File: config.mk
export PLATFORM = sky130hd
export DESIGN_NAME = axiLiteSlave
export DESIGN_NICKNAME = d
export VERILOG_FILES = /design/src/rtl/memPkg.sv /design/src/rtl/axiLiteSlave.sv
export SDC_FILE = /design/constraint.sdc
export NUM_CORES = 1
export LEC_CHECK = 0
export BUFFER_PORTS_ARGS = -buffer_cell sky130_fd_sc_hd__clkbuf_2
export CAP_MARGIN = 15
export CORE_MARGIN = 5
export CORE_UTILIZATION = 38
export CTS_CLUSTER_SIZE = 20
export DETAILED_ROUTE_END_ITERATION = 8
export PLACE_DENSITY = 0.73
export SLEW_MARGIN = 0
export SYNTH_ARGS = -nofsm -noshare
export SYNTH_HDL_FRONTEND = slang
export SYNTH_SLANG_ARGS = --single-unit
File: constraint.sdc
create_clock -name clk -period 2.55 [get_ports clk]
set_input_delay 0.255 -clock clk [delete_from_list [all_inputs] [get_ports clk]]
set_output_delay 0.255 -clock clk [all_outputs]
set_load 0.01 [all_outputs]
File: src/rtl/memPkg.sv
// widths, ram depth, operation codes, fsm codes, bus responses and the memWord union
package memPkg;

    // basic widths
    localparam int wordSize  = 32;
    localparam int halfSize  = 16;
    localparam int byteSize  = 8;
    localparam int laneCount = wordSize / byteSize;  // byte lanes per word

    // ram geometry
    localparam int ramDepthLog2 = 8;                 // word address bits
    localparam int ramDepth     = 1 << ramDepthLog2;
    localparam int byteAddrW    = ramDepthLog2 + 2;  // byte address bits

    // memory op codes with the top bit marking a store
    localparam logic [3:0] opLoadWord  = 4'b0000;
    localparam logic [3:0] opLoadHalfU = 4'b0010;
    localparam logic [3:0] opLoadHalf  = 4'b0011;
    localparam logic [3:0] opLoadByteU = 4'b0100;
    localparam logic [3:0] opLoadByte  = 4'b0101;
    localparam logic [3:0] opStoreByte = 4'b1000;
    localparam logic [3:0] opStoreHalf = 4'b1001;
    localparam logic [3:0] opStoreWord = 4'b1010;

    // lsu sequencer states
    localparam logic [1:0] lsuIdle      = 2'd0;
    localparam logic [1:0] lsuWaitGrant = 2'd1;
    localparam logic [1:0] lsuFinish    = 2'd2;

    // the only axi response ever returned
    localparam logic [1:0] respOkay = 2'b00;

    // one memory word with lane 0 as the low byte (little endian)
    typedef union packed {
        logic [wordSize-1:0]                  whole;
        logic [laneCount-1:0][byteSize-1:0]   bytes;   // bytes[byteSel]
        logic [1:0][halfSize-1:0]             halves;  // halves[byteSel[1]]
    } memWord;

endpackage
File: src/rtl/axiLiteSlave.sv
// AXI4-Lite host port turned into word requests for the arbiter
`timescale 1ns/1ps

module axiLiteSlave (
    input  logic                            clk,
    input  logic                            rst,
    // write address / data / response
    input  logic [memPkg::byteAddrW-1:0]    awaddr,
    input  logic                            awvalid,
    output logic                            awready,
    input  logic [memPkg::wordSize-1:0]     wdata,
    input  logic [memPkg::laneCount-1:0]    wstrb,
    input  logic                            wvalid,
    output logic                            wready,
    output logic [1:0]                      bresp,
    output logic                            bvalid,
    input  logic                            bready,
    // read address / data
    input  logic [memPkg::byteAddrW-1:0]    araddr,
    input  logic                            arvalid,
    output logic                            arready,
    output logic [memPkg::wordSize-1:0]     rdata,
    output logic [1:0]                      rresp,
    output logic                            rvalid,
    input  logic                            rready,
    // arbiter side
    output logic                            hostReq,
    output logic                            hostWrite,
    output logic [memPkg::ramDepthLog2-1:0] hostWordAddr,
    output logic [memPkg::wordSize-1:0]     hostWdata,
    output logic [memPkg::laneCount-1:0]    hostBe,
    input  logic                            hostGrant,
    input  logic                            hostRvalid,
    input  logic [memPkg::wordSize-1:0]     hostRdata
);

    logic                        pending;   // request waiting for grant
    logic                        isRead;
    logic                        idle;
    logic [memPkg::wordSize-1:0] rdataHold; // read word kept while rready is low

    // one transaction at a time until its response is taken
    assign idle    = !pending && !bvalid && !rvalid;
    assign arready = idle && arvalid;
    assign awready = idle && awvalid && wvalid && !arvalid;  // read wins a tie
    assign wready  = awready;

    assign hostReq   = pending;
    assign hostWrite = !isRead;

    assign bresp = memPkg::respOkay;
    assign rresp = memPkg::respOkay;
    assign rdata = hostRvalid ? hostRdata : rdataHold;  // first beat straight from ram

    // control
    always_ff @(posedge clk) begin
        if (rst) begin
            pending <= 1'b0;
            isRead  <= 1'b0;
            bvalid  <= 1'b0;
            rvalid  <= 1'b0;
        end else begin
            if (arready) begin
                pending <= 1'b1;
                isRead  <= 1'b1;
            end else if (awready) begin
                pending <= 1'b1;
                isRead  <= 1'b0;
            end else if (hostGrant) begin
                pending <= 1'b0;
                rvalid  <= isRead;
                bvalid  <= !isRead;
            end
            if (bvalid && bready) bvalid <= 1'b0;
            if (rvalid && rready) rvalid <= 1'b0;
        end
    end

    // payload capture
    always_ff @(posedge clk) begin
        if (arready) hostWordAddr <= araddr[memPkg::byteAddrW-1:2];
        if (awready) begin
            hostWordAddr <= awaddr[memPkg::byteAddrW-1:2];
            hostWdata    <= wdata;
            hostBe       <= wstrb;
        end
        if (hostRvalid) rdataHold <= hostRdata;
    end

endmodule

* After elaboration in Yosys (flattened, before gate mapping)
Index checks and enable logic that the tools add are counted.
Storage, ports and cells: flip-flop bits (word level) 80, bits of input ports 97, output and inout port bits 87, logic and storage cells 36
Operators by class: multiplexer cells 8, bitwise operators 2, reduce and logical (&&, ||, !) cells 18
Operator list (count):
- two-way mux 32 bit | 1
- two-way mux 8 bit | 2
- logical AND 1 bit | 8
- logical NOT 1 bit | 5
- two-way mux 1 bit | 5
- OR reduction 2 bit | 2
- AND reduction 3 bit | 1
- nonzero test 3 bit | 1
- NOT 1 bit | 2
- nonzero test 2 bit | 1

* Logic depth before layout (Yosys ltp)
Gate-level depths: netlist of the first run.
depth after elaboration 8, mapped depth 4

* Worst setup path after synthesis of the first run
OpenSTA, ideal clock, no wires.
kind reg2reg, start point reg pending (netlist: hostReq), end point reg hostWordAddr[0] (netlist name) (data pin), setup time 0.260 ns, arrival 1.452 ns, required time 2.290 ns, slack 0.838 ns, cell stages (with the launch flop) 5, buffers on the path 1, period minus slack after synthesis 1.712 ns, cells stage by stage dfxtp_1 -> nor3_2 -> and4b_1 -> buf_6 -> mux2_2
Between the ends: longest elaborated chain between the ends 7
RTL lines:
- from (decl) | line axiLiteSlave.sv:37 | logic pending;
- from (signal assigned) | line axiLiteSlave.sv:58 | pending <= 1'b0;
- from (signal assigned) | line axiLiteSlave.sv:64 | pending <= 1'b1;
- from (signal assigned) | line axiLiteSlave.sv:67 | pending <= 1'b1;
- logical NOT 1 bit | line axiLiteSlave.sv:43 | assign idle = !pending && !bvalid && !rvalid;
- logical AND 1 bit (2 in a row) | line axiLiteSlave.sv:43
- logical AND 1 bit (3 in a row) | line axiLiteSlave.sv:45 | assign awready = idle && awvalid && wvalid && !arvalid;
- named net awready | line axiLiteSlave.sv:10 | output logic awready,
- two-way mux 8 bit | line axiLiteSlave.sv:82 | if (awready) begin
- to (signal assigned) | line axiLiteSlave.sv:81 | if (arready) hostWordAddr <= araddr[memPkg::byteAddrW-1:2];
- to (signal assigned) | line axiLiteSlave.sv:83 | hostWordAddr <= awaddr[memPkg::byteAddrW-1:2];
- to (decl) | line axiLiteSlave.sv:29 | output logic [memPkg::ramDepthLog2-1:0] hostWordAddr,
The timed path passes the listed nets, and every way through them passes these cells. A chain may end at the register's enable or synchronous reset.

* Worst setup path in the final report of the first run
start point reg pending (netlist: hostReq), end point out awready
Between the ends: longest elaborated chain between the ends 6
RTL lines (line):
- logical NOT 1 bit | axiLiteSlave.sv:43
- logical AND 1 bit (2 in a row) | axiLiteSlave.sv:43
- logical AND 1 bit (3 in a row) | axiLiteSlave.sv:45
- to (decl) | axiLiteSlave.sv:10
No other way between the ends.

==> flow_metrics.tcl, run 1 <==
set metrics [dict create \
    status "finished clean" \
    tightest_slew_ps 770 \
    synth_seq_cells 80 \
    post-route-cell-area_mm2 0.00382 \
    critPathArrivalTime_ps 1900 \
    core_mm2 0.00683 \
    die-area_mm2 0.00884 \
    dp.final_hpwl_um 4940 \
    cp_max_fo 30 \
    max_cap_violations 0 \
    fp-row-count 30 \
    criticalPathCategory "reg2out" \
    synth.avg_cell_area_um2 18.1 \
    cts_resized 0 \
    yosys.area.top_type_share_pct 49.2 \
    start_util_pct 39.3 \
    numPortBuffers 175 \
    cts_hold_buffers 0 \
    slew_violations 0 \
    synthFlopType "edfxtp_1" \
    async_flop_share_pct 0 \
    grt_pass1_vias 1911 \
    area_delta_synth_final_pct 42.4 \
    rsz0062_at_grt "no" \
    ys_warn_count 0 \
    cts_tree "yes" \
    synth_edf_count 44 \
    synth_area_mm2 0.00268 \
    synth_common_cells "edfxtp_1, mux2_2, dfxtp_1" \
    viasPerCell 4.33 \
    grt_max_degree 33 \
    finalHoldViolCount 0 \
    nets 425 \
    yosysUniqueCellTypes 20 \
    dr_total_vias 1858 \
    cellPowerDensity_mw_per_mm2 698 \
    cts_buffer_depth 2 \
    overflow 0 \
    skew_ps 12.0 \
    dieHeight_um 94.0 \
    synth_top_area_cell "edfxtp_1" \
    clock_latency_ps 330 \
    grt_pass1_wl_um 9460 \
    htree_levels 3 \
    synthCells 148 \
    drive_gt1_share_pct 69.1 \
    cts_setup_buffers 0 \
    start_kind "flip-flop" \
    fp.dieW_um 94.0 \
    finalSetupTns_ps 0 \
    postRouteAntennaNets 0 \
    drc 0 \
    wl_per_cell_um 14.4 \
    dpl_cell_area_mm2 0.00364 \
    synthTopCellsByArea "edfxtp_1, dfxtp_1, mux2_2" \
    period_share_pct 84.6 \
    cts.sinks 80 \
    critPathRequiredTime_ps 2300 \
    grtUsageTotal_pct 14.0 \
    ys_seq_area_share_pct 76.1 \
    crit_path_end_kind "primary output" \
    finalCriticalPeriod_ps 2160 \
    gp_congestion 0.746 \
    clock.fmax_ghz 0.463 \
    setup_viol 0 \
    drt-total-wl_um 6180 \
    root_buffer "clkbuf_8" \
    cts_buffers 9 \
    slew_headroom_pct 48.7 \
    path_clk_slew_ps 80 \
    yosysMostFrequentCell "edfxtp_1" \
    drt_pass1_iterations 4 \
    irDropWorstVdd_uv 360 \
    antenna_found_initial 1 \
    hold_class "in2reg" \
    leakagePower_nw 1.77 \
    drtIter0Drc 40 \
    diodes 0 \
    pin_count 184 \
    holdWs_ps 89.3 \
]
==> area by class of cell <==
type,count,area [µm²]
Clock buffer,13,161
Clock inverter,3,16.3
Fill cell,615,3010
Inverter,2,7.51
Multi-Input combinational cell,59,579
Sequential cell,80,2040
Tap cell,96,120
Timing Repair Buffer,176,896
==> layer usage <==
metal,share of wire [%],routed length [µm],global-route usage (%)
met1,36,2230,15.8
met2,54,3320,24.1
met3,8.6,530,4.33
met4,1.5,93,6.14
met5,0.21,13,0
==> per-stage QoR <==
stage	setup WS (ps)	cells	utilization, %	power (W)
2_1_floorplan	838	151	-	0.00169
4_1_cts	345	429	56.0	0.00271
3_3_place_gp	762	413	53.4	0.00186
6_report	392	429	56.0	0.00267
3_5_place_dp	705	413	53.4	0.00187
5_1_grt	211	429	56.0	0.00281
==> critical path, stage by stage (launching register included) <==
cell      delay (ps)
dfxtp_1          330
nor3_2           250
and4b_2          580
buf_12           250
clkbuf_2         160
==> flip-flops by register name (all words and copies together), names as in the netlist <==
name	flops
hostWdata	32
rdataHold	32
hostWordAddr	8
hostBe	4
bvalid	1
hostReq	1
isRead	1
rvalid	1
==> cell usage in the layout, fill, tap and decap left out, drive strengths merged <==
master  synthesis  final
nand2b          1      1
buf             9      1
conb            1      4
nor3            1      1
or2b            1      1
and2            1      1
edfxtp         44     44
mux2           40     40
and4b           1      1
dfxtp          36     36
nand3b          1      1
nor4b           2      2
a21oi           4      4
a41o            2      2
clkinv          0      2
clkbuf          1    188
inv             2      3
o31ai           1      1
==> worst paths after layout <==
check	depth (start not counted)	start	to	slack, ps
worst max-delay path	4	hostReq	awready	390
worst min-delay path	1	wdata[25]	hostWdata[25]	90
worst max register to register	3	hostReq	hostWordAddr[0]	760
worst min register to register	1	rdataHold[4]	rdataHold[4]	460
==> power by group <==
| group | internal [W] | total [W] | leakage, nW | switching [W] |
|---|---|---|---|---|
| sequential | 0.00146 | 0.00148 | 0.708 | 0.0000247 |
| clock | 0.000416 | 0.000835 | 0.0958 | 0.000420 |
| combinational | 0.000175 | 0.000348 | 0.964 | 0.000173 |
| total | 0.00205 | 0.00267 | 1.77 | 0.000617 |
==> cells by family after synthesis <==
group / count (synthesis) / share of synthesized area, %
compound gates: 7 / 1.77
buf+inv: 12 / 2.80
flops: 80 / 76.1
mux: 40 / 16.8
other cells: 1 / 0.140
simple gates: 8 / 2.42
Note: power is estimated with default switching activity, not from simulation.
==> inputs of run 2 (changes only) <==
==> constraint.sdc (replaced) <==
create_clock -name clk -period 2.1 [get_ports clk]
set_input_delay 0.21 -clock clk [delete_from_list [all_inputs] [get_ports clk]]
set_output_delay 0.21 -clock clk [all_outputs]
set_load 0.01 [all_outputs]
==> run 2 against run 1 <==
  * Sequential share of layout area is 1.1 points lower
  * Critical path type unchanged
  * Via count up 0.59%
  * Global-route usage hardly changed
  * Combinational power is 24% higher
  * Clock skew shrank 2.4 ps
  * Worst hold slack worse by 44 ps
  * Register-to-register slack worse by 360 ps
  * Sequential cell count did not move
  * Highest routed layer is now met4
  * Wire length about the same
  * Core utilization grew 1.2 points
==> flow_metrics.tcl, run 2 (synthesis gave the netlist of run 1 again) <==
set metrics [dict create \
    grt_pass1_wl_um 9320 \
    placed_cells_incl_taps 415 \
    finish.utilization_pct 57.1 \
    final_common_cell "clkbuf_2" \
    cts.sinks 80 \
    dieHeight_um 94.0 \
    gp_congestion 0.727 \
    cts_buffers 9 \
    area_delta_synth_final_pct 45.5 \
    drt_pass1_iterations 4 \
    intPower_w 0.00260 \
    numPortBuffers 175 \
    critPathSlowestCell "dfxtp_1" \
    rsz0062_at_grt "no" \
    finalSetupTns_ps 0 \
    worstSetupStartpoint "hostReq" \
    path_clk_slew_ps 80 \
    r2r-end "hostWordAddr[7]" \
    largest_registers "hostWdata x32, rdataHold x32, hostWordAddr x8" \
    root_buffer "clkbuf_8" \
    diodes 0 \
    htree_levels 3 \
    start_kind "flip-flop" \
    setup_viol 0 \
    critPathMaxStageDelay_ps 340 \
    critPathRequiredTime_ps 1890 \
    critical_path_depth 4 \
    grt_max_degree 33 \
    ff2ff_path_depth 4 \
    cp_max_fo 28 \
    drive_gt1_share_pct 69.9 \
    regArea_mm2 0.00204 \
    clock.fmax_ghz 0.542 \
    max_cap_violations 0 \
    dr_total_vias 1869 \
    min_path_cells 1 \
    core_mm2 0.00683 \
    postRouteAntennaNets 0 \
    fp.dieW_um 94.0 \
    cp_num_buf_inv 2 \
    dp.final_hpwl_um 4990 \
    grtUsageTotal_pct 13.9 \
    final_cell_mix "clkbuf_2, edfxtp_1, mux2_2" \
    fillers 608 \
    ff2ff_setup_slack_ps 400 \
    leakagePower_nw 1.81 \
    overflow 0 \
    die-area_mm2 0.00884 \
    multi_input_area_um2 582 \
    cts_buffer_depth 2 \
    wl_per_cell_um 14.2 \
    path_delay_family "simple AND/OR/NAND/NOR gates" \
    timing.rr.start "hostReq" \
    period_share_pct 87.8 \
    p_sw_share_pct 22.8 \
    hold_start "wdata[6]" \
    cts_tree "yes" \
    finalCriticalPeriod_ps 1840 \
    pin_count 184 \
    seqPwrFrac_pct 53.5 \
    fin_cells 435 \
    power_switching_w 0.000769 \
    antenna_found_initial 0 \
    skew_ps 9.64 \
    drc 0 \
    hold_class "in2reg" \
    status "finished clean" \
    crit_chain "nor3_2 -> and4b_4 -> buf_12 -> clkbuf_2" \
    drt-total-wl_um 6180 \
    clock_power_share_pct 33.7 \
    combPwrFrac_pct 12.8 \
    irDropWorstVdd_uv 384 \
    finalHoldViolCount 0 \
    clock_latency_ps 330 \
    critPathArrivalTime_ps 1630 \
    start_util_pct 39.3 \
    nets 431 \
    cellPowerDensity_mw_per_mm2 863 \
    criticalPathCategory "reg2out" \
    drtIter0Drc 35 \
    min_to "hostWdata[6]" \
    crit_path_end_kind "primary output" \
    fp-row-count 30 \
    slew_violations 0 \
    grt_pass1_vias 1935 \
    viasPerCell 4.30 \
]
## run 2: routing by layer
layer  global-route usage, %  part of all wire (%)
met1                    14.9                    35
met2                    24.9                    55
met3                    4.41                   8.8
met4                    6.50                   1.3
met5                       0                     0
## run 2: worst max path at each step
stage | to | slack, ps
after CTS | awready | 10
after global routing | awready | 140
final | awready | 260
after floorplan | hostWordAddr[0] | 390
after global placement | hostWordAddr[1] | 410
after detailed placement | hostWordAddr[5] | 360
## run 2: per-stage QoR
stage | power (W) | hold WS, ps | area (µm²) | worst slack, ps
finish | 0.00337 | 44.8 | 3900 | 256
global route | 0.00355 | 13.2 | 3900 | 138
CTS | 0.00342 | 25.6 | 3870 | 9.91
detailed placement | 0.00227 | 389 | 3660 | 359
global placement | 0.00226 | 387 | 3660 | 411
floorplan | 0.00205 | 279 | 2700 | 388
## run 2: repair_timing
action	in CTS	in global routing
resized for setup	0	1
hold buffers	0	0
buffers inserted	0	4
endpoints found under the setup margin	0	1
## run 2: area by class of cell
class                   instances  share of cell area, %
clock buffers                  13                   4.90
clock inverters                 3                  0.513
inverters                       2                  0.192
multi-input cells              59                   14.9
flip-flops and latches         80                   52.3
well taps                      96                   3.08
repair buffers                182                   24.1
## run 2: power by group through the flow
stage | sequential, W | combinational (W) | clock, W
after CTS | 0.00180 | 0.000435 | 0.00118
after floorplan | 0.00186 | 0.000194 | 0
final | 0.00180 | 0.000432 | 0.00114
after global routing | 0.00181 | 0.000476 | 0.00126
after detailed placement | 0.00184 | 0.000433 | 0
after global placement | 0.00183 | 0.000426 | 0
## run 2: worst register-to-register path, stage by stage (launching register included)
cell and delay [ps]:
dfxtp_1 340, nor3_2 260, and4b_4 340, buf_4 180, mux2_2 330
