<file path="config.mk">
export PLATFORM = sky130hd
export DESIGN_NAME = lsuPort
export DESIGN_NICKNAME = d
export VERILOG_FILES = /design/src/rtl/memPkg.sv /design/src/rtl/lsuPort.sv /design/src/rtl/storeMerge.sv /design/src/rtl/loadAlign.sv
export SDC_FILE = /design/constraint.sdc
export NUM_CORES = 1
export LEC_CHECK = 0
export BUFFER_PORTS_ARGS = -buffer_cell sky130_fd_sc_hd__buf_4
export CAP_MARGIN = 5
export CORE_AREA = 2 2 75 77
export DETAILED_ROUTE_END_ITERATION = 6
export DIE_AREA = 0 0 77 79
export GPL_ROUTABILITY_DRIVEN = 0
export PLACE_DENSITY_LB_ADDON = 0.05
export SETUP_SLACK_MARGIN = 0.3
export SLEW_MARGIN = 5
export SYNTH_ARGS = -nofsm -noshare
export SYNTH_HDL_FRONTEND = slang
export SYNTH_SLANG_ARGS = --single-unit
</file>
<file path="constraint.sdc">
create_clock -name clk -period 1.5 [get_ports clk]
set_input_delay 0.075 -clock clk [delete_from_list [all_inputs] [get_ports clk]]
set_output_delay 0.075 -clock clk [all_outputs]
set_load 0.02 [all_outputs]
</file>
<file path="src/rtl/memPkg.sv">
// widths, ram depth, operation codes, fsm codes, bus responses and the memWord union
package memPkg;

    // basic widths
    localparam int wordSize  = 32;
    localparam int halfSize  = 16;
    localparam int byteSize  = 8;
    localparam int laneCount = wordSize / byteSize;  // byte lanes per word

    // ram geometry
    localparam int ramDepthLog2 = 8;                 // word address bits
    localparam int ramDepth     = 1 << ramDepthLog2;
    localparam int byteAddrW    = ramDepthLog2 + 2;  // byte address bits

    // memory op codes with the top bit marking a store
    localparam logic [3:0] opLoadWord  = 4'b0000;
    localparam logic [3:0] opLoadHalfU = 4'b0010;
    localparam logic [3:0] opLoadHalf  = 4'b0011;
    localparam logic [3:0] opLoadByteU = 4'b0100;
    localparam logic [3:0] opLoadByte  = 4'b0101;
    localparam logic [3:0] opStoreByte = 4'b1000;
    localparam logic [3:0] opStoreHalf = 4'b1001;
    localparam logic [3:0] opStoreWord = 4'b1010;

    // lsu sequencer states
    localparam logic [1:0] lsuIdle      = 2'd0;
    localparam logic [1:0] lsuWaitGrant = 2'd1;
    localparam logic [1:0] lsuFinish    = 2'd2;

    // the only axi response ever returned
    localparam logic [1:0] respOkay = 2'b00;

    // one memory word with lane 0 as the low byte (little endian)
    typedef union packed {
        logic [wordSize-1:0]                  whole;
        logic [laneCount-1:0][byteSize-1:0]   bytes;   // bytes[byteSel]
        logic [1:0][halfSize-1:0]             halves;  // halves[byteSel[1]]
    } memWord;

endpackage
</file>
<file path="src/rtl/lsuPort.sv">
// core memory-stage request sequencer with store merge and load align
`timescale 1ns/1ps

module lsuPort (
    input  logic                           clk,
    input  logic                           rst,
    // core side
    input  logic                           lsuReq,
    input  logic [3:0]                     lsuOp,
    input  logic [memPkg::byteAddrW-1:0]   lsuAddr,
    input  logic [memPkg::wordSize-1:0]    lsuStoreData,
    input  logic [memPkg::wordSize-1:0]    lsuRegIn,
    input  logic                           lsuMemToReg,
    output logic                           lsuDone,
    output logic [memPkg::wordSize-1:0]    lsuResult,
    // arbiter side
    output logic                           coreReq,
    output logic                           coreWrite,
    output logic [memPkg::ramDepthLog2-1:0] coreWordAddr,
    output logic [memPkg::wordSize-1:0]    coreWdata,
    output logic [memPkg::laneCount-1:0]   coreBe,
    input  logic                           coreGrant,
    input  logic                           coreRvalid,
    input  logic [memPkg::wordSize-1:0]    coreRdata
);

    logic [1:0] state;

    // only memory ops reach the arbiter
    assign coreReq = (state == memPkg::lsuWaitGrant) ||
                     (state == memPkg::lsuIdle && lsuReq && lsuMemToReg);
    assign coreWrite    = lsuOp[3];
    assign coreWordAddr = lsuAddr[memPkg::byteAddrW-1:2];

    // stores finish on the cycle after grant and loads when read data returns
    assign lsuDone = (state == memPkg::lsuFinish) &&
                     (!lsuMemToReg || lsuOp[3] || coreRvalid);

    always_ff @(posedge clk) begin
        if (rst) begin
            state <= memPkg::lsuIdle;
        end else begin
            case (state)
                memPkg::lsuIdle: begin
                    if (lsuReq) begin
                        if (!lsuMemToReg || coreGrant) begin
                            state <= memPkg::lsuFinish;  // bypass or granted at once
                        end else begin
                            state <= memPkg::lsuWaitGrant;
                        end
                    end
                end
                memPkg::lsuWaitGrant: if (coreGrant) state <= memPkg::lsuFinish;
                memPkg::lsuFinish:    if (lsuDone) state <= memPkg::lsuIdle;
                default:              state <= memPkg::lsuIdle;
            endcase
        end
    end

    storeMerge storeMerge_inst (
        .op        (lsuOp),
        .byteSel   (lsuAddr[1:0]),
        .storeData (lsuStoreData),
        .be        (coreBe),
        .wdata     (coreWdata)
    );

    loadAlign loadAlign_inst (
        .memIn    (coreRdata),
        .regIn    (lsuRegIn),
        .op       (lsuOp),
        .byteSel  (lsuAddr[1:0]),
        .memToReg (lsuMemToReg),
        .out      (lsuResult)
    );

endmodule

</file>
<file path="src/rtl/storeMerge.sv">
// store byte enables and lane-replicated write data
`timescale 1ns/1ps

module storeMerge (
    input  logic [3:0]                   op,
    input  logic [1:0]                   byteSel,    // low address bits
    input  logic [memPkg::wordSize-1:0]  storeData,  // register value with data in low bits
    output logic [memPkg::laneCount-1:0] be,
    output logic [memPkg::wordSize-1:0]  wdata
);

    memPkg::memWord wd;

    always_comb begin
        be       = '0;         // loads write nothing
        wd.whole = storeData;  // word store passes straight through
        case (op)
            memPkg::opStoreByte: begin
                // low byte on every lane with one lane enabled
                wd.bytes    = {memPkg::laneCount{storeData[memPkg::byteSize-1:0]}};
                be[byteSel] = 1'b1;
            end
            memPkg::opStoreHalf: begin
                wd.halves = {2{storeData[memPkg::halfSize-1:0]}};
                if (byteSel[1]) begin
                    be = 4'b1100;  // upper half
                end else begin
                    be = 4'b0011;
                end
            end
            memPkg::opStoreWord: begin
                be = 4'b1111;
            end
            default: begin
                be = '0;
            end
        endcase
    end

    assign wdata = wd.whole;

endmodule

</file>
<file path="src/rtl/loadAlign.sv">
// byte/halfword select, zero/sign extension and writeback select
`timescale 1ns/1ps

module loadAlign (
    input  logic [memPkg::wordSize-1:0] memIn,     // word read from ram
    input  logic [memPkg::wordSize-1:0] regIn,     // alu result for non-load writeback
    input  logic [3:0]                  op,
    input  logic [1:0]                  byteSel,   // low address bits
    input  logic                        memToReg,
    output logic [memPkg::wordSize-1:0] out
);

    memPkg::memWord              memW;
    logic [memPkg::halfSize-1:0] halfVal;
    logic [memPkg::byteSize-1:0] byteVal;
    logic [memPkg::wordSize-1:0] extVal;

    assign memW.whole = memIn;

    // lane pick
    assign halfVal = memW.halves[byteSel[1]];  // bit 0 ignored for halves
    assign byteVal = memW.bytes[byteSel];

    always_comb begin
        case (op)
            memPkg::opLoadHalfU: begin
                extVal = {{(memPkg::wordSize - memPkg::halfSize){1'b0}}, halfVal};
            end
            memPkg::opLoadHalf: begin
                // replicate the half's msb
                extVal = {{(memPkg::wordSize - memPkg::halfSize){halfVal[memPkg::halfSize-1]}},
                          halfVal};
            end
            memPkg::opLoadByteU: begin
                extVal = {{(memPkg::wordSize - memPkg::byteSize){1'b0}}, byteVal};
            end
            memPkg::opLoadByte: begin
                extVal = {{(memPkg::wordSize - memPkg::byteSize){byteVal[memPkg::byteSize-1]}},
                          byteVal};
            end
            default: extVal = memW.whole;  // word load, 0001/0110/0111 and stores
        endcase
    end

    // writeback select
    assign out = memToReg ? extVal : regIn;

endmodule

</file>
[Word-level counts from Yosys, hierarchy flattened]
Cells that the tools add are included.
Operators by class
  eq/ne operators: 12
  reductions and logical operators: 11
  mux-type cells: 16
  order comparisons: 3
Operators by type and width (count)
  $pmux W32 S4: 1
  $pmux W32 S2: 1
  $mux W16: 2
  $mux W32: 1
  $bmux W8 S2: 1
  $eq A4 B4 Y1 const B: 3
  $pmux W4 S3: 1
  $eq A4 B2 Y1 const B: 2
  $eq A4 B3 Y1 const B: 2
  $mux W2: 4
  $mux W8: 1
  $ne A2 B2 Y1 const B: 3
  $pmux W2 S3: 1
  $logic_and A1 B1 Y1: 4
  $logic_or A1 B1 Y1: 4
  $mux W4: 1
  $lt A2 B3 Y1 const B: 1
  $reduce_and A3 Y1: 1
  $demux W1 S2: 1
  $eq A2 B1 Y1 const B: 1
  $eq A2 B2 Y1 const B: 1
  $ge A2 B1 Y1 const B: 1
  $logic_not A2 Y1: 1
  $lt A1 B2 Y1 const B: 1
  other kinds (2): 2
Storage, ports and cells
  register bits after elaboration: 2
  word-level logic and storage cells: 43
  bits of input ports: 116
  output and inout bits: 79

[Logic depth before layout (Yosys ltp)]
  depth after elaboration: 6
  mapped depth: 6
  mapped depth without buffers: 4

[By module]
From an unflattened synthesis, not the netlist that was laid out.
Unflattened totals
  cells, all modules: 215
  area, all modules: 1604.0 µm²
By module, submodules not included
  loadAlign: area an instance 874.6 µm², cells each 127, seq. area each 0.0 µm², instances 1
  storeMerge: area an instance 556.8 µm², cells each 67, seq. area each 0.0 µm², instances 1
  lsuPort: area an instance 172.7 µm², cells each 21, seq. area each 40.0 µm², instances 1

[Least setup slack after synthesis]
Ideal clock, no wire load.
  path kind: in2out
  from: in lsuAddr[1] (netlist bit)
  to: out lsuResult[15] (netlist bit)
  setup slack: 1 ps
  arrival time: 1424 ps
  stages on the path: 4
  path through: or4b_1 > o22ai_2 > nand2_1 > a41oi_1
On the way
  cells in the longest elaborated chain, start to end: 4
  elaborated cells on any way between the ends: 6
RTL lines
  start: declaration: line lsuPort.sv:10  | input logic [memPkg::byteAddrW-1:0] lsuAddr,
  $bmux W8 S2 or $mux W16 (tied branches): line loadAlign.sv:22, loadAlign.sv:21
  $mux W8 (implied by the code) or $mux W16 (tied branches): line loadAlign.sv:22, loadAlign.sv:21
  $pmux W32 S4 (*): line loadAlign.sv:25  | case (op)
  $mux W32 (*): line loadAlign.sv:46  | assign out = memToReg ? extVal : regIn;
  end: declaration: line lsuPort.sv:15  | output logic [memPkg::wordSize-1:0] lsuResult,
Every way passes the cells marked *; elsewhere a longest branch is shown, timed or not. The select of a mux whose other input is x is not followed.

[Worst setup path after layout]
  from: in lsuAddr[1] (netlist bit)
  to: out lsuResult[11] (netlist bit)
The elaborated chain is that of the path after synthesis.

==> impl_results.rst <==
.. list-table::
   :header-rows: 1

   * - Metric
     - Value
   * - Crit end category
     - primary output
   * - Synth Area per Inst
     - between 7 and 8 um^2
   * - Data arrival time of the critical path
     - roughly 1.5 ns
   * - Run status
     - complete, but fails checks
   * - TritonCTS clock tree
     - yes
   * - Violations in the final reports
     - negative setup slack
   * - Flops & latches, synth
     - 2
   * - Synth unique cells
     - between 40 and 50
   * - Min setup slack post-route
     - -0.118 ns
   * - Measured slew at the worst slew-check pin
     - roughly 0.32 ns
   * - Total I/O pin count
     - slightly below 200
   * - Effective utilization at floorplan
     - 31.4%
   * - Placed inst area
     - between 3000 and 4000 um^2
   * - Filler instances
     - about 400
   * - Count of unresolved DRC violations after routing
     - 0
   * - Slowest cell on crit path
     - sky130_fd_sc_hd__or4b_4
   * - Max transition margin
     - between 70% and 80%
   * - Required time at the endpoint of the critical path
     - 1.42 ns
   * - Crit path kind
     - primary input to primary output
   * - Power share of the sequential group
     - 3.3%
   * - Core region area
     - about 5300 um^2
   * - Seq/Total Area, Yosys
     - 2.39%
   * - Clock slew at the register clock pins of the worst setup and hold paths
     - roughly 0.03 ns
   * - H-tree level count
     - 1
   * - Minimum setup slack after placement
     - -0.105 ns
   * - Number of global-route vias before repair
     - 2779
   * - Cells along the critical path
     - buf_6 -> or4b_4 -> o22ai_4 -> buf_12 -> nand2_8 -> a31oi_4 -> buf_6
   * - Cell with the most instances after synthesis
     - sky130_fd_sc_hd__a21oi_1
   * - Internal power consumption
     - ~1000 uW
   * - Final number of max-transition violations
     - 0
   * - Async set-reset flop share out of synthesis
     - 0%
   * - Worst R2R Setup Slack
     - 0.64 ns
   * - Number of setup violations in the final report
     - 25
   * - Net Count, Synth
     - 348
   * - Most repeated library cell on the critical path
     - sky130_fd_sc_hd__buf_6
   * - Count of clock tree sinks
     - 2
   * - Antenna violations before repair
     - 0
   * - Prevailing post-synth register cell
     - sky130_fd_sc_hd__dfxtp_1
   * - First-pass GRT wire length
     - roughly 13000 um
   * - P per Cell Area
     - ~440 nW/um^2
   * - Total of max-cap violations
     - 0
   * - Non-filler instance count after layout
     - 490
   * - Half-perimeter wire length after placement
     - about 6300 um
   * - Net total in the final layout
     - approximately 540
   * - Die X-Extent
     - just under 80 um
   * - Portion of total power attributed to combinational logic
     - between 80% and 90%
   * - Total gr overflow
     - 0
   * - Yosys top cell area share
     - a little under an eighth
   * - Global-route total usage across every layer
     - approximately 27%
   * - Die Footprint
     - about 6100 um^2
   * - Top cells by instance count after synthesis
     - sky130_fd_sc_hd__a21oi_1 (21), sky130_fd_sc_hd__nor2_1 (19), sky130_fd_sc_hd__buf_4 (17), sky130_fd_sc_hd__mux2_2 (17), sky130_fd_sc_hd__mux2i_1 (17)
   * - Biggest register
     - state
   * - Buffer depth of the longest clock path
     - 2
   * - Clock latency on the worst-skew pair
     - 0.21 ns
   * - Period utilisation layout
     - 108%
   * - Layout Cell Area excl Fill
     - 4140 um^2
   * - Minimum period implied by the final worst setup slack
     - about 1.6 ns
   * - Startpoint type of the worst setup path
     - primary input
   * - CTS Buf Count
     - 3
   * - Yosys top cell by area
     - sky130_fd_sc_hd__mux2_2
   * - Leakage dissipation
     - 0.00184 uW
   * - Setup repair after global routing missed its margin
     - true
   * - Path type of the worst min-delay path
     - primary input to register
   * - Area growth, synth to finish
     - 147%
   * - Cell Rows
     - 27
   * - CP max stage delay
     - roughly 0.54 ns
   * - Cell types with the largest area share after synthesis
     - sky130_fd_sc_hd__mux2_2 (11%), sky130_fd_sc_hd__mux2i_1 (10%), sky130_fd_sc_hd__a221o_1 (9.6%)
   * - Hold Vio Cnt, Final
     - 0
   * - IO buf count
     - around 180
   * - Number of search-and-repair iterations in the first detailed-routing pass
     - 5
   * - Net switching fraction of the power
     - a little over two fifths
   * - Leading registers by flop count
     - state x2
   * - Number of antenna cells inserted
     - 0
   * - Largest net degree at the start of global routing
     - 22
   * - Worst clock skew on the final layout
     - just under 0.003 ns
   * - Total chip power
     - about 1800 uW
   * - Violation count after the first detailed-route iteration
     - roughly 140
   * - Critical path's top delay family
     - simple AND/OR/NAND/NOR gates
   * - Peak ir drop on the vdd network
     - 467 uV
   * - Post-layout utilization of the core
     - 77.6%
   * - Maximum fanout along the worst path
     - 8
   * - Proportion of layout cells with a drive suffix above 1
     - 73.2%
   * - Flip-flop count of the largest register, all copies and words added
     - 2
   * - Clock share of power
     - 12.0%
   * - Post-route ant nets
     - 0
   * - Average wire per cell in the routed design
     - between 15 and 20 um
   * - EDFF count, synth
     - 0
   * - Bufs and invs on worst path
     - 3
   * - Number of instances in the placed design
     - 470
   * - Post-Synthesis Cells
     - 232
   * - Y dimension of the die
     - between 70 and 80 um
   * - Ys Warns
     - 0
   * - Via Count
     - approximately 2.7k
   * - Clock tree root buffer cell
     - sky130_fd_sc_hd__clkbuf_8
   * - Timing-limited maximum frequency
     - 618 MHz
   * - Routed vias/inst
     - 5.58
   * - Switching power
     - approximately 760 uW
   * - Cell area after synthesis
     - between 1500 and 2000 um^2
   * - Wirelength, routed
     - slightly above 9000 um
[worst reg2reg max path, delay by kind of cell (launching register included)]
| family | cells | cell delay (ns) |
|---|---|---|
| buffers and inverters | 1 | 0.10 |
| AO/OA/AOI/OAI | 2 | 0.30 |
| flip-flops | 1 | 0.32 |
| AND/OR/NAND/NOR | 1 | 0.07 |
[metal layers]
layer | GRT usage (%) | wire [um] | up-vias
li1 | - | - | 1284
met1 | 29.9 | 3340 | 1302
met2 | 51.6 | 4780 | 133
met3 | 7.05 | 836 | 14
met4 | 6.43 | 130 | 0
met5 | 0 | 0 | -
[power groups by stage]
stage / clock [uW] / sequential, uW / combinational (uW)
after floorplan: 0 / 59.6 / 700
after global placement: 0 / 60.0 / 1240
after detailed placement: 0 / 60.2 / 1250
after CTS: 221 / 59.4 / 1460
after global routing: 224 / 59.8 / 1610
final: 216 / 59.6 / 1530
[metrics by stage]
stage,hold WS (ns),setup TNS (ns)
after global placement,0.150,-1.50
final,0.0373,-2.19
after CTS,0.0330,-1.47
after global routing,0.0393,-3.35
after floorplan,0.144,0
after detailed placement,0.150,-1.95
[cell type report]
class                      instances  area [um^2]  share of cell area, %
clock buffer                       3         41.3                  0.997
inverter                           5         18.8                  0.453
multi-input combinational        189         1950                   47.2
sequential                         2         40.0                  0.967
tap                               72         90.1                   2.18
timing repair buffer             219         2000                   48.2
[path summary, 6_finish.rpt]
| check | start | endpoint | cells past startpoint |
|---|---|---|---|
| worst max-delay path | lsuAddr[1] | lsuResult[11] | 7 |
| worst min-delay path | rst | state[1]$_SDFFE_PP0P_ | 2 |
| worst max register to register | state[1]$_SDFFE_PP0P_ | state[1]$_SDFFE_PP0P_ | 4 |
| worst min register to register | state[1]$_SDFFE_PP0P_ | state[0]$_SDFFE_PP0P_ | 1 |
[cells by family after synthesis]
group	synth area share, %
compound gates	39.6
xor+xnor	0.522
buf+inv	14.3
flops	2.39
mux	22.9
simple gates	20.2
[cells in the final DEF, fill, tap and decap left out, types with 3 or more instances in the layout]
master and count:
sky130_fd_sc_hd__nor2_2 6, sky130_fd_sc_hd__buf_8 5, sky130_fd_sc_hd__buf_6 63, sky130_fd_sc_hd__a21o_1 3, sky130_fd_sc_hd__or3_1 7, sky130_fd_sc_hd__mux2_4 16, sky130_fd_sc_hd__a21oi_2 13, sky130_fd_sc_hd__nor2b_1 3
sky130_fd_sc_hd__buf_12 5, sky130_fd_sc_hd__a31oi_4 8, sky130_fd_sc_hd__nor2_1 8, sky130_fd_sc_hd__mux2i_1 16, sky130_fd_sc_hd__a221o_1 16, sky130_fd_sc_hd__o211ai_1 8, sky130_fd_sc_hd__nor2_4 5, sky130_fd_sc_hd__o22ai_1 8
sky130_fd_sc_hd__o21bai_1 3, sky130_fd_sc_hd__clkbuf_8 3, sky130_fd_sc_hd__inv_1 4, sky130_fd_sc_hd__nand2b_1 5, sky130_fd_sc_hd__nand2_1 4, sky130_fd_sc_hd__a21oi_1 7, sky130_fd_sc_hd__buf_4 145, sky130_fd_sc_hd__o21ai_0 4
[repair_timing]
item,4_1_cts,5_1_grt
pin swaps,9,11
gates resized for setup,116,30
endpoints found under the setup margin,56,58
hold buffers,0,0
cloned,1,1
setup buffers,14,1
Note: power is estimated with default switching activity, not from simulation.
